$ cat src/cpuPkg.sv
package cpuPkg;

    // Widths that carry a meaning
    typedef logic [31:0] word_t;
    typedef logic [4:0]  regIdx_t;
    typedef logic [15:0] imm_t;
    typedef logic [25:0] target_t;

    // Primary opcodes of the supported subset
    typedef enum logic [5:0] {
        OP_SPECIAL = 6'd0,
        OP_J       = 6'd2,
        OP_BEQ     = 6'd4,
        OP_BNE     = 6'd5,
        OP_ADDIU   = 6'd9,
        OP_ANDI    = 6'd12,
        OP_ORI     = 6'd13,
        OP_XORI    = 6'd14,
        OP_LUI     = 6'd15,
        OP_LW      = 6'd35,
        OP_SW      = 6'd43
    } opcode_t;

    // Function codes under SPECIAL
    typedef enum logic [5:0] {
        FN_JR   = 6'd8,
        FN_ADDU = 6'd33,
        FN_SUBU = 6'd35,
        FN_AND  = 6'd36,
        FN_OR   = 6'd37,
        FN_XOR  = 6'd38,
        FN_SLT  = 6'd42,
        FN_SLTU = 6'd43
    } funct_t;

    // One instruction walks these steps in turn
    typedef enum logic [2:0] {
        FETCH     = 3'd0,
        DECODE    = 3'd1,
        EXECUTE   = 3'd2,
        MEMORY    = 3'd3,
        WRITEBACK = 3'd4,
        HALTED    = 3'd5
    } step_t;

    // First fetch address out of reset
    localparam word_t ResetVector = 32'hBFC0_0000;

    localparam int RegCount = 32;

    // Register mirrored on register_v0 at halt
    localparam int ReturnReg = 2;

endpackage

$ cat src/cpuIfs.sv
interface decodedIf;
    import cpuPkg::*;

    opcode_t opcode;
    regIdx_t rs;
    regIdx_t rt;
    regIdx_t rd;
    funct_t  funct;
    imm_t    imm;
    target_t target;
    logic    isLoad;
    logic    isStore;
    logic    isBranch;
    logic    isJump;
    logic    writesRd;

    modport source (output opcode, rs, rt, rd, funct, imm, target,
                    output isLoad, isStore, isBranch, isJump, writesRd);
    modport reader (input opcode, rs, rt, rd, funct, imm,
                    input isLoad, isStore, isBranch, writesRd);
    modport sequencer (input opcode, imm, target, isLoad, isStore, isBranch, isJump);
endinterface

interface memReqIf;
    import cpuPkg::*;

    // Each request is a level held until grantDone
    logic  fetchReq;
    word_t fetchAddr;
    logic  dataRead;
    logic  dataWrite;
    word_t dataAddr;
    word_t dataWrData;
    logic  grantDone;
    word_t rdData;

    modport fetch (output fetchReq, fetchAddr, input grantDone);
    modport decode (input grantDone, rdData);
    modport data (output dataRead, dataWrite, dataAddr, dataWrData, input rdData);
    modport port (input fetchReq, fetchAddr, dataRead, dataWrite, dataAddr, dataWrData,
                  output grantDone, rdData);
endinterface

$ cat src/busPort.sv
module busPort (
    input  logic           clk,
    input  logic           reset,
    memReqIf.port          mem,
    output cpuPkg::word_t  address,
    output logic           read,
    output logic           write,
    output cpuPkg::word_t  writedata,
    output logic [3:0]     byteenable,
    input  logic           waitrequest,
    input  cpuPkg::word_t  readdata
);
    import cpuPkg::*;

    word_t rdHold;
    logic  completing;
    logic  readDone;

    // Fetch and data requests are never live in the same cycle
    assign read      = mem.fetchReq | mem.dataRead;
    assign write     = mem.dataWrite;
    assign address   = mem.fetchReq ? mem.fetchAddr : mem.dataAddr;
    assign writedata = mem.dataWrData;

    // Word accesses only
    assign byteenable = 4'b1111;

    // Requesters hold their level, so the bus stays stable under waitrequest
    assign completing = (read | write) & ~waitrequest;
    assign readDone   = completing & read;

    assign mem.grantDone = completing;

    // Forward readdata in the completing cycle, then keep it
    assign mem.rdData = readDone ? readdata : rdHold;

    always_ff @(posedge clk) begin
        if (reset) begin
            rdHold <= '0;
        end else if (readDone) begin
            rdHold <= readdata;
        end
    end

endmodule

$ cat src/registerFile.sv
module registerFile (
    input  logic             clk,
    input  logic             reset,
    input  cpuPkg::step_t    step,
    decodedIf.reader         dec,
    input  logic             writeEnable,
    input  cpuPkg::regIdx_t  writeIdx,
    input  cpuPkg::word_t    writeData,
    output cpuPkg::word_t    rsValue,
    output cpuPkg::word_t    rtValue,
    output cpuPkg::word_t    v0Value
);
    import cpuPkg::*;

    word_t regs [RegCount];

    assign rsValue = regs[dec.rs];
    assign rtValue = regs[dec.rt];

    always_ff @(posedge clk) begin
        if (reset) begin
            for (int i = 0; i < RegCount; i++) begin
                regs[i] <= '0;
            end
            v0Value <= '0;
        end else begin
            // Register zero stays hardwired to zero
            if (writeEnable && writeIdx != '0) begin
                regs[writeIdx] <= writeData;
            end
            // Nothing writes once halted, so v0 settles here
            if (step == HALTED) begin
                v0Value <= regs[ReturnReg];
            end
        end
    end

endmodule

$ cat src/instructionDecode.sv
module instructionDecode (
    input  logic           clk,
    input  logic           reset,
    input  cpuPkg::step_t  step,
    memReqIf.decode        mem,
    decodedIf.source       dec
);
    import cpuPkg::*;

    word_t instrReg;
    logic  isSpecial;

    always_ff @(posedge clk) begin
        if (reset) begin
            instrReg <= '0;
        end else if (step == FETCH && mem.grantDone) begin
            instrReg <= mem.rdData;
        end
    end

    // Field split
    assign dec.opcode = opcode_t'(instrReg[31:26]);
    assign dec.rs     = instrReg[25:21];
    assign dec.rt     = instrReg[20:16];
    assign dec.rd     = instrReg[15:11];
    assign dec.funct  = funct_t'(instrReg[5:0]);
    assign dec.imm    = instrReg[15:0];
    assign dec.target = instrReg[25:0];

    assign isSpecial = dec.opcode == OP_SPECIAL;

    // Instruction class, decided here only
    assign dec.isLoad   = dec.opcode == OP_LW;
    assign dec.isStore  = dec.opcode == OP_SW;
    assign dec.isBranch = dec.opcode == OP_BEQ || dec.opcode == OP_BNE;
    assign dec.isJump   = dec.opcode == OP_J || (isSpecial && dec.funct == FN_JR);

    // R-type results land in rd, everything else in rt
    assign dec.writesRd = isSpecial;

endmodule

$ cat src/executeUnit.sv
module executeUnit (
    input  logic             clk,
    input  logic             reset,
    input  cpuPkg::step_t    step,
    decodedIf.reader         dec,
    input  cpuPkg::word_t    rsValue,
    input  cpuPkg::word_t    rtValue,
    memReqIf.data            mem,
    output logic             branchTaken,
    output logic             writeEnable,
    output cpuPkg::regIdx_t  writeIdx,
    output cpuPkg::word_t    writeData
);
    import cpuPkg::*;

    word_t immSext;
    word_t immZext;
    word_t aluOut;
    word_t aluResult;

    assign immSext = {{16{dec.imm[15]}}, dec.imm};
    assign immZext = {16'h0000, dec.imm};

    always_comb begin
        aluOut = '0;
        case (dec.opcode)
            OP_SPECIAL: begin
                case (dec.funct)
                    FN_ADDU: aluOut = rsValue + rtValue;
                    FN_SUBU: aluOut = rsValue - rtValue;
                    FN_AND:  aluOut = rsValue & rtValue;
                    FN_OR:   aluOut = rsValue | rtValue;
                    FN_XOR:  aluOut = rsValue ^ rtValue;
                    FN_SLT:  aluOut = {31'b0, $signed(rsValue) < $signed(rtValue)};
                    FN_SLTU: aluOut = {31'b0, rsValue < rtValue};
                    default: aluOut = '0;
                endcase
            end
            // Loads and stores share the ADDIU adder for their address
            OP_ADDIU, OP_LW, OP_SW: aluOut = rsValue + immSext;
            OP_ANDI: aluOut = rsValue & immZext;
            OP_ORI:  aluOut = rsValue | immZext;
            OP_XORI: aluOut = rsValue ^ immZext;
            OP_LUI:  aluOut = {dec.imm, 16'h0000};
            default: aluOut = '0;
        endcase
    end

    // BEQ taken on equal, BNE on not equal
    assign branchTaken = dec.isBranch && ((dec.opcode == OP_BEQ) == (rsValue == rtValue));

    always_ff @(posedge clk) begin
        if (reset) begin
            aluResult <= '0;
        end else if (step == EXECUTE) begin
            aluResult <= aluOut;
        end
    end

    assign mem.dataRead   = step == MEMORY && dec.isLoad;
    assign mem.dataWrite  = step == MEMORY && dec.isStore;
    assign mem.dataAddr   = {aluResult[31:2], 2'b00};
    assign mem.dataWrData = rtValue;

    assign writeEnable = step == WRITEBACK;
    assign writeIdx    = dec.writesRd ? dec.rd : dec.rt;
    assign writeData   = dec.isLoad ? mem.rdData : aluResult;

endmodule

$ cat src/cpuSequencer.sv
module cpuSequencer (
    input  logic           clk,
    input  logic           reset,
    decodedIf.sequencer    dec,
    memReqIf.fetch         mem,
    input  logic           branchTaken,
    input  cpuPkg::word_t  rsValue,
    output cpuPkg::step_t  step,
    output cpuPkg::word_t  pc,
    output logic           active
);
    import cpuPkg::*;

    logic  fetchPending;
    logic  haltJump;
    word_t pcPlus4;
    word_t branchTarget;
    word_t jumpTarget;
    word_t nextPc;

    assign pcPlus4      = pc + 32'd4;
    assign branchTarget = pcPlus4 + {{14{dec.imm[15]}}, dec.imm, 2'b00};
    assign jumpTarget   = {pcPlus4[31:28], dec.target, 2'b00};

    // JR to address zero ends the program
    assign haltJump = dec.isJump && dec.opcode == OP_SPECIAL && rsValue == '0;

    always_comb begin
        nextPc = pcPlus4;
        if (dec.isJump) begin
            nextPc = (dec.opcode == OP_J) ? jumpTarget : rsValue;
        end else if (branchTaken) begin
            nextPc = branchTarget;
        end
    end

    assign mem.fetchReq  = fetchPending;
    assign mem.fetchAddr = pc;

    always_ff @(posedge clk) begin
        if (reset) begin
            step         <= FETCH;
            pc           <= ResetVector;
            fetchPending <= 1'b0;
            active       <= 1'b1;
        end else begin
            case (step)
                FETCH: begin
                    // First fetch after reset raises the request one cycle late
                    if (!fetchPending) begin
                        fetchPending <= 1'b1;
                    end else if (mem.grantDone) begin
                        fetchPending <= 1'b0;
                        step         <= DECODE;
                    end
                end
                DECODE: step <= EXECUTE;
                EXECUTE: begin
                    if (haltJump) begin
                        step   <= HALTED;
                        active <= 1'b0;
                    end else if (dec.isBranch || dec.isJump) begin
                        pc           <= nextPc;
                        fetchPending <= 1'b1;
                        step         <= FETCH;
                    end else if (dec.isLoad || dec.isStore) begin
                        step <= MEMORY;
                    end else begin
                        step <= WRITEBACK;
                    end
                end
                MEMORY: begin
                    if (mem.grantDone && dec.isLoad) begin
                        step <= WRITEBACK;
                    end else if (mem.grantDone) begin
                        pc           <= nextPc;
                        fetchPending <= 1'b1;
                        step         <= FETCH;
                    end
                end
                WRITEBACK: begin
                    pc           <= nextPc;
                    fetchPending <= 1'b1;
                    step         <= FETCH;
                end
                default: step <= HALTED;
            endcase
        end
    end

endmodule

$ cat src/mipsCpuBus.sv
module mipsCpuBus (
    input  logic           clk,
    input  logic           reset,
    output logic           active,
    output cpuPkg::word_t  register_v0,
    output cpuPkg::word_t  address,
    output logic           write,
    output logic           read,
    input  logic           waitrequest,
    output cpuPkg::word_t  writedata,
    output logic [3:0]     byteenable,
    input  cpuPkg::word_t  readdata
);
    import cpuPkg::*;

    step_t   step;
    word_t   rsValue;
    word_t   rtValue;
    logic    branchTaken;
    logic    writeEnable;
    regIdx_t writeIdx;
    word_t   writeData;

    decodedIf dec ();
    memReqIf  mem ();

    cpuSequencer u_sequencer (
        .clk(clk),
        .reset(reset),
        .dec(dec.sequencer),
        .mem(mem.fetch),
        .branchTaken(branchTaken),
        .rsValue(rsValue),
        .step(step),
        .pc(),
        .active(active)
    );

    instructionDecode u_decode (
        .clk(clk),
        .reset(reset),
        .step(step),
        .mem(mem.decode),
        .dec(dec.source)
    );

    // v0 capture on halt happens inside the register file
    registerFile u_regFile (
        .clk(clk),
        .reset(reset),
        .step(step),
        .dec(dec.reader),
        .writeEnable(writeEnable),
        .writeIdx(writeIdx),
        .writeData(writeData),
        .rsValue(rsValue),
        .rtValue(rtValue),
        .v0Value(register_v0)
    );

    executeUnit u_execute (
        .clk(clk),
        .reset(reset),
        .step(step),
        .dec(dec.reader),
        .rsValue(rsValue),
        .rtValue(rtValue),
        .mem(mem.data),
        .branchTaken(branchTaken),
        .writeEnable(writeEnable),
        .writeIdx(writeIdx),
        .writeData(writeData)
    );

    busPort u_busPort (
        .clk(clk),
        .reset(reset),
        .mem(mem.port),
        .address(address),
        .read(read),
        .write(write),
        .writedata(writedata),
        .byteenable(byteenable),
        .waitrequest(waitrequest),
        .readdata(readdata)
    );

endmodule

$ cat config.mk
export PLATFORM = sky130hd
export DESIGN_NAME = mipsCpuBus
export DESIGN_NICKNAME = d
export VERILOG_FILES = /design/src/cpuPkg.sv /design/src/cpuIfs.sv /design/src/busPort.sv /design/src/registerFile.sv /design/src/instructionDecode.sv /design/src/executeUnit.sv /design/src/cpuSequencer.sv /design/src/mipsCpuBus.sv
export SDC_FILE = /design/constraint.sdc
export NUM_CORES = 2
export LEC_CHECK = 0
export BUFFER_PORTS_ARGS = -buffer_cell sky130_fd_sc_hd__buf_2
export CAP_MARGIN = 20
export CORE_MARGIN = 3
export CORE_UTILIZATION = 60
export CTS_CLUSTER_SIZE = 14
export DETAILED_ROUTE_END_ITERATION = 12
export GPL_ROUTABILITY_DRIVEN = 0
export PLACE_DENSITY_LB_ADDON = 0.05
export SKIP_CTS_REPAIR_TIMING = 1
export SLEW_MARGIN = 10
export SYNTH_ARGS = -nofsm -noshare
export SYNTH_HDL_FRONTEND = slang
export SYNTH_SLANG_ARGS = --single-unit
$ cat constraint.sdc
create_clock -name clk -period 7 [get_ports clk]
set_input_delay 1.4 -clock clk [delete_from_list [all_inputs] [get_ports clk]]
set_output_delay 1.4 -clock clk [all_outputs]
set_load 0.05 [all_outputs]
Yosys cells after proc, flatten, opt, wreduce, memory -nomap -nowiden

Memory sizes are Yosys's and may differ from the RTL's. A register that Yosys moved wholly into a read port is not among the register bits.
Cells that the tools add are included.

Equal/unequal tests: 32
Reduce and logical (&&, ||, !) cells: 25
Bitwise gates (word level): 11
Magnitude comparators: 2
Mux-type cells: 41
$add $sub $neg: 5

Operator list:

| kind                                                            | count |
|---|---|
| 32-bit two-way mux                                              | 11 |
| 32-bit case mux with 7 select lines                             | 1 |
| 32-bit case mux with 6 select lines                             | 1 |
| 32-bit adder                                                    | 3 |
| 32-bit case mux with 3 select lines                             | 1 |
| 32-bit less-than comparator                                     | 2 |
| 6-bit == test, second input constant                            | 9 |
| 6-bit by 4-bit == test with 1-bit output, second input constant | 6 |
| 32-bit by 3-bit adder with 32-bit output, second input constant | 1 |
| 32-bit by 16-bit AND with 32-bit output                         | 1 |
| 32-bit AND                                                      | 1 |
| 32-bit == test                                                  | 1 |
| 32-bit logical NOT                                              | 1 |
| 32-bit by 16-bit OR with 32-bit output                          | 1 |
| 32-bit OR                                                       | 1 |
| 32-bit OR reduction                                             | 1 |
| 32-bit subtractor                                               | 1 |
| 32-bit by 16-bit XOR with 32-bit output                         | 1 |
| 32-bit XOR                                                      | 1 |
| 5-bit two-way mux                                               | 6 |
| 3-bit two-way mux                                               | 7 |
| 3-bit case mux with 5 select lines                              | 1 |
| 6-bit by 3-bit == test with 1-bit output, second input constant | 2 |
| 1-bit two-way mux                                               | 12 |
| other kinds (23)                                                | 43 |

Bits of input ports: 35
Register bits after elaboration: 133
Output and inout bits: 103
RAM bits: 1024
Word-level logic and storage cells: 124
Memories kept: 1

Memories:

| name           | words | width | read ports | clocked after memory_dff | wr ports | RTL line           | source |
|---|---|---|---|---|---|---|---|
| u_regFile.regs | 32    | 32    | 3          | 3                        | 32       | registerFile.sv:15 | `word_t regs [RegCount];` |

Longest topological paths before layout

Depth in word-level cells: 9
Gate-level depth with buffers: 25
Gate-level depth less buffers: 17

Hierarchy

From an unflattened synthesis, not the netlist that was laid out.

Cell total of the unflattened synthesis: 7371
Area total of the unflattened synthesis: 76575.9 µm²

Modules (own cells, without submodules):

| module            | cells each | instances | sequential area each (µm²) | area each (µm²) |
|---|---|---|---|---|
| registerFile      | 4746       | 1         | 31390.1                    | 57112.3 |
| executeUnit       | 1495       | 1         | 640.6                      | 10587.7 |
| cpuSequencer      | 689        | 1         | 740.7                      | 4873.4 |
| busPort           | 253        | 1         | 640.6                      | 2527.4 |
| instructionDecode | 188        | 1         | 640.6                      | 1475.2 |

Worst setup path before layout

No wires, ideal clock.

Path kind: flip-flop to flip-flop
Start point: register with a tool-made name
End point: register u_sequencer.pc[15] (netlist: u_sequencer.mem.fetchAddr[15])
Data required time: 6921 ps
Stages on the path, launching flop included: 23
Slack: 1490 ps
Library setup time: 79 ps
Buffers on the path: 12
Period minus slack after synthesis: 5510 ps
Data arrival time: 5431 ps
Cell sequence: dfxtp_1 > buf_6 > buf_6 > buf_6 > buf_4 > buf_4 > buf_2 > buf_2 > buf_2 > mux4_2 > mux2i_1 > ha_1 > clkbuf_1 > or4_1 > nor3_1 > nand4_1 > xnor2_1 > and2_1 > clkbuf_1 > clkbuf_1 > clkbuf_1 > o211ai_1 > a211oi_2

RTL lines:

| item                   | RTL line           | source |
|---|---|---|
| end signal: assignment | cpuSequencer.sv:43 | `pc <= ResetVector;` |
| end signal: assignment | cpuSequencer.sv:63 | `pc <= nextPc;` |
| end signal: assignment | cpuSequencer.sv:76 | `pc <= nextPc;` |
| end: declaration       | cpuSequencer.sv:9  | `output cpuPkg::word_t pc,` |

==> results.yml <==
outcome:
  status: "complete, no violations"
worst_setup_path:
  cp_slowest_stage_delay_ns: 0.72
  reg2reg_setup_slack_ns: 0.11
  cp_common_cell: "mux2i_1"
  path_cells: "buf_4 > inv_1 > mux2i_1 > mux2i_1 > mux2i_1 > ha_1 > or4_1 > nor3_1 > nand4_1 > xnor2_1 > and2_1 > inv_1 > or4_1 > a31oi_1 > a211o_1"
  crit_arrival_ns: 7.59
  cp_max_fo: 23
  r2r_cells: 15
  critical_path_class: "reg -> reg"
  worst_path_max_delay_cell: "dfxtp_4"
  cp-start-kind: "register"
  cp.required_ns: 7.70
  endpoint_kind: "register"
pwr:
  vdd_drop_max_mv: 0.266
  p_int_mw: 15.1
  power_density_nw_per_um2: 308
  power_switching_mw: 8.46
  combPwrFrac_pct: 33.1
  clkPwrFrac_pct: 31.0
  power_frac_seq_pct: 35.9
  p_sw_share_pct: 35.9
  leakagePower_nw: 25.9
grt:
  antenna_found_initial: 8
  grt_usage_pct: 47.5
  first_global_vias: 52700
  grt-ovfl-total: 0
  grt_pass1_wl_mm: 393
  grt_max_degree: 75
final_layout:
  synthToLayoutAreaGrowth_pct: 10.9
  final_nets: 5956
  drive_gt1_share_pct: 23.1
  fillers: 8348
  fin_cells: 7344
placement:
  pre_cts_slack_ns: 0.395
  placement.io_buffers: 133
  dp_hpwl_mm: 183
  placed_cells: 7104
timing:
  finalHoldViolCount: 0
  tightest_slew_ns: 1.23
  rsz0062_at_grt: "false"
  fmax_ghz: 0.145
  drv_slew: 0
  fin_crit_sh_pct: 98.4
  fin_hold_ws_ns: 0.452
  setup_tns_ns: 0
  clock_skew_ns: 0.0336
  setup_viol: 0
  setup_ws_ns: 0.114
  fin_crit_ns: 6.89
  max_slew_margin_pct: 17.5
route:
  drtAntennaViolNets: 0
  drtPass1Iterations: 7
  wire_per_inst_um: 38.5
  vias: 55600
  drc: 0
  routed_wl_mm: 283
  via_per_inst: 7.57
  drt-initial-drc-count: 9967
floorplanning:
  initial_core_util_pct: 60.8
  die_w_um: 345
  core_area_um2: 113000
  rows: 123
  die_h_um: 345
  die_area_um2: 119000
  ios: 138
cts:
  cts-root-buf: "clkbuf_16"
  clock_latency_ns: 0.78
  clk_pin_slew_ns: 0.06
  htree_levels: 4
  cts_made_buffers: 130
  cts_tree: "built"
  cts_buffer_depth: 3
  cts.sinks: 1199
synthesis:
  yosys_most_used_dff: "edfxtp_1"
  yosys-top-cells-count: "1204 x nor2_1, 1024 x edfxtp_1, 564 x mux4_2"
  synth_area_per_cell_um2: 12.1
  synth_top_area_share_pct: 44.6
  synthArstFlopShare_pct: 0
  ys_warn_count: 0
  synth_top_area_cell: "edfxtp_1"
  ys_seq_area_share_pct: 49.7
  ys_seq_elements: 1199
  syn-cell-area_um2: 68900
  synthCells: 5688
  yosysMostFrequentCell: "nor2_1"
  synth_edf_count: 1024
  ys_top_cells_by_area: "edfxtp_1 45%, mux4_2 18%, nor2_1 6.6%"
  synth.distinct_cells: 83
min_path:
  hold_path.class: "reg -> reg"
  whs_path_depth: 2
flow_run:
  max_cap_violations: 0
==> worst max-delay path, delay by kind of cell (launching register included) <==
kind | cells | cell delay [ns]
buf+inv | 3 | 1.16
xor+xnor | 1 | 0.31
flops | 1 | 0.72
compound gates | 2 | 0.33
fa+ha+maj | 1 | 0.46
mux | 3 | 1.31
simple gates | 5 | 2.52
==> power by group through the flow <==
stage / combinational, mW / clock [mW] / sequential [mW]
2_1_floorplan: 5.16 / 0 / 8.29
3_3_place_gp: 7.34 / 0 / 8.57
3_5_place_dp: 7.39 / 0 / 8.58
4_1_cts: 7.43 / 7.27 / 8.43
5_1_grt: 8.07 / 7.52 / 8.47
6_report: 7.80 / 7.31 / 8.46
==> area by class of cell <==
type	count	area [um^2]	area share [%]
tap	1500	1880	2.46
multi-input combinational	3876	32400	42.4
clock inverter	63	786	1.03
clock buffer	170	3670	4.80
sequential	1199	34300	44.9
inverter	139	522	0.683
antenna	4	10.0	0.0131
timing repair buffer	393	2840	3.72
==> routing by layer <==
layer	wire length [um]	GRT usage (%)	share of wire (%)
met1	91400	60.9	32
met2	116000	66.1	41
met3	49000	18.8	17
met4	26300	33.6	9.3
met5	115	0.531	0.041
==> cell families (layout without fill, tap and decap cells) <==
kind of cell / Yosys count / after routing / synth area share (%)
AO/OA/AOI/OAI: 903 / 903 / 8.62
XOR/XNOR: 84 / 84 / 1.07
adder cells (fa/ha/maj): 182 / 182 / 3.35
buffers and inverters: 647 / 765 / 3.95
flip-flops: 1199 / 1199 / 49.7
multiplexers: 802 / 802 / 22.0
other: 2 / 40 / 0.0109
AND/OR/NAND/NOR: 1869 / 1869 / 11.3
==> metrics by stage <==
step	power [mW]	utilization [%]	cell area (um^2)
2_1_floorplan	13.5	-	69000
3_3_place_gp	15.9	63.4	71900
3_5_place_dp	16.0	63.5	71900
4_1_cts	23.1	67.4	76300
5_1_grt	24.1	67.4	76400
6_report	23.6	67.5	76400
==> final timing paths <==
kind / start / endpoint
worst min-delay path: u_regFile.v0Value[31] / u_regFile.v0Value[31]
worst min register to register: u_regFile.v0Value[31] / u_regFile.v0Value[31]
worst max-delay path: register / u_sequencer.mem.fetchAddr[29]
worst max register to register: register / u_sequencer.mem.fetchAddr[29]
==> placed cells by master (no fill, tap or decap), types with 17 or more instances in the layout <==
cell          n
edfxtp_1   1024
o211ai_1     28
and3_1       19
ha_1        178
clkbuf_16   134
conb_1       36
dfxtp_1     162
nor4_1       17
and2_1       21
a22oi_1      96
nor2b_1      18
inv_1       137
o21ai_2      30
clkbuf_8     19
nand2_1     255
mux2i_1     203
o21ai_0     141
buf_2       132
nor2_1     1202
nor3_1       86
o31ai_1      22
mux4_2      564
a31oi_1      24
a21o_1       43
nand3_1      60
mux2_2       35
nand4_1      23
o22ai_1      40
nand2b_1     20
o21bai_1     17
a211oi_1     78
clkinv_2     21
a221oi_1     28
a21oi_1     227
nand2_2      62
clkbuf_1     18
buf_4       243
xor2_1       26
xnor2_1      58
==> state kept, by name (all words and copies together) (netlist names), named ones only <==
signal / flops
u_regFile.regs: 1024
u_busPort.rdHold: 32
u_decode.instrReg: 32
u_execute.aluResult: 32
u_regFile.v0Value: 32
u_sequencer.mem.fetchAddr: 32
u_sequencer.step: 3
u_sequencer.active: 1
u_sequencer.mem.fetchReq: 1
(Power assumes the default switching activity.)
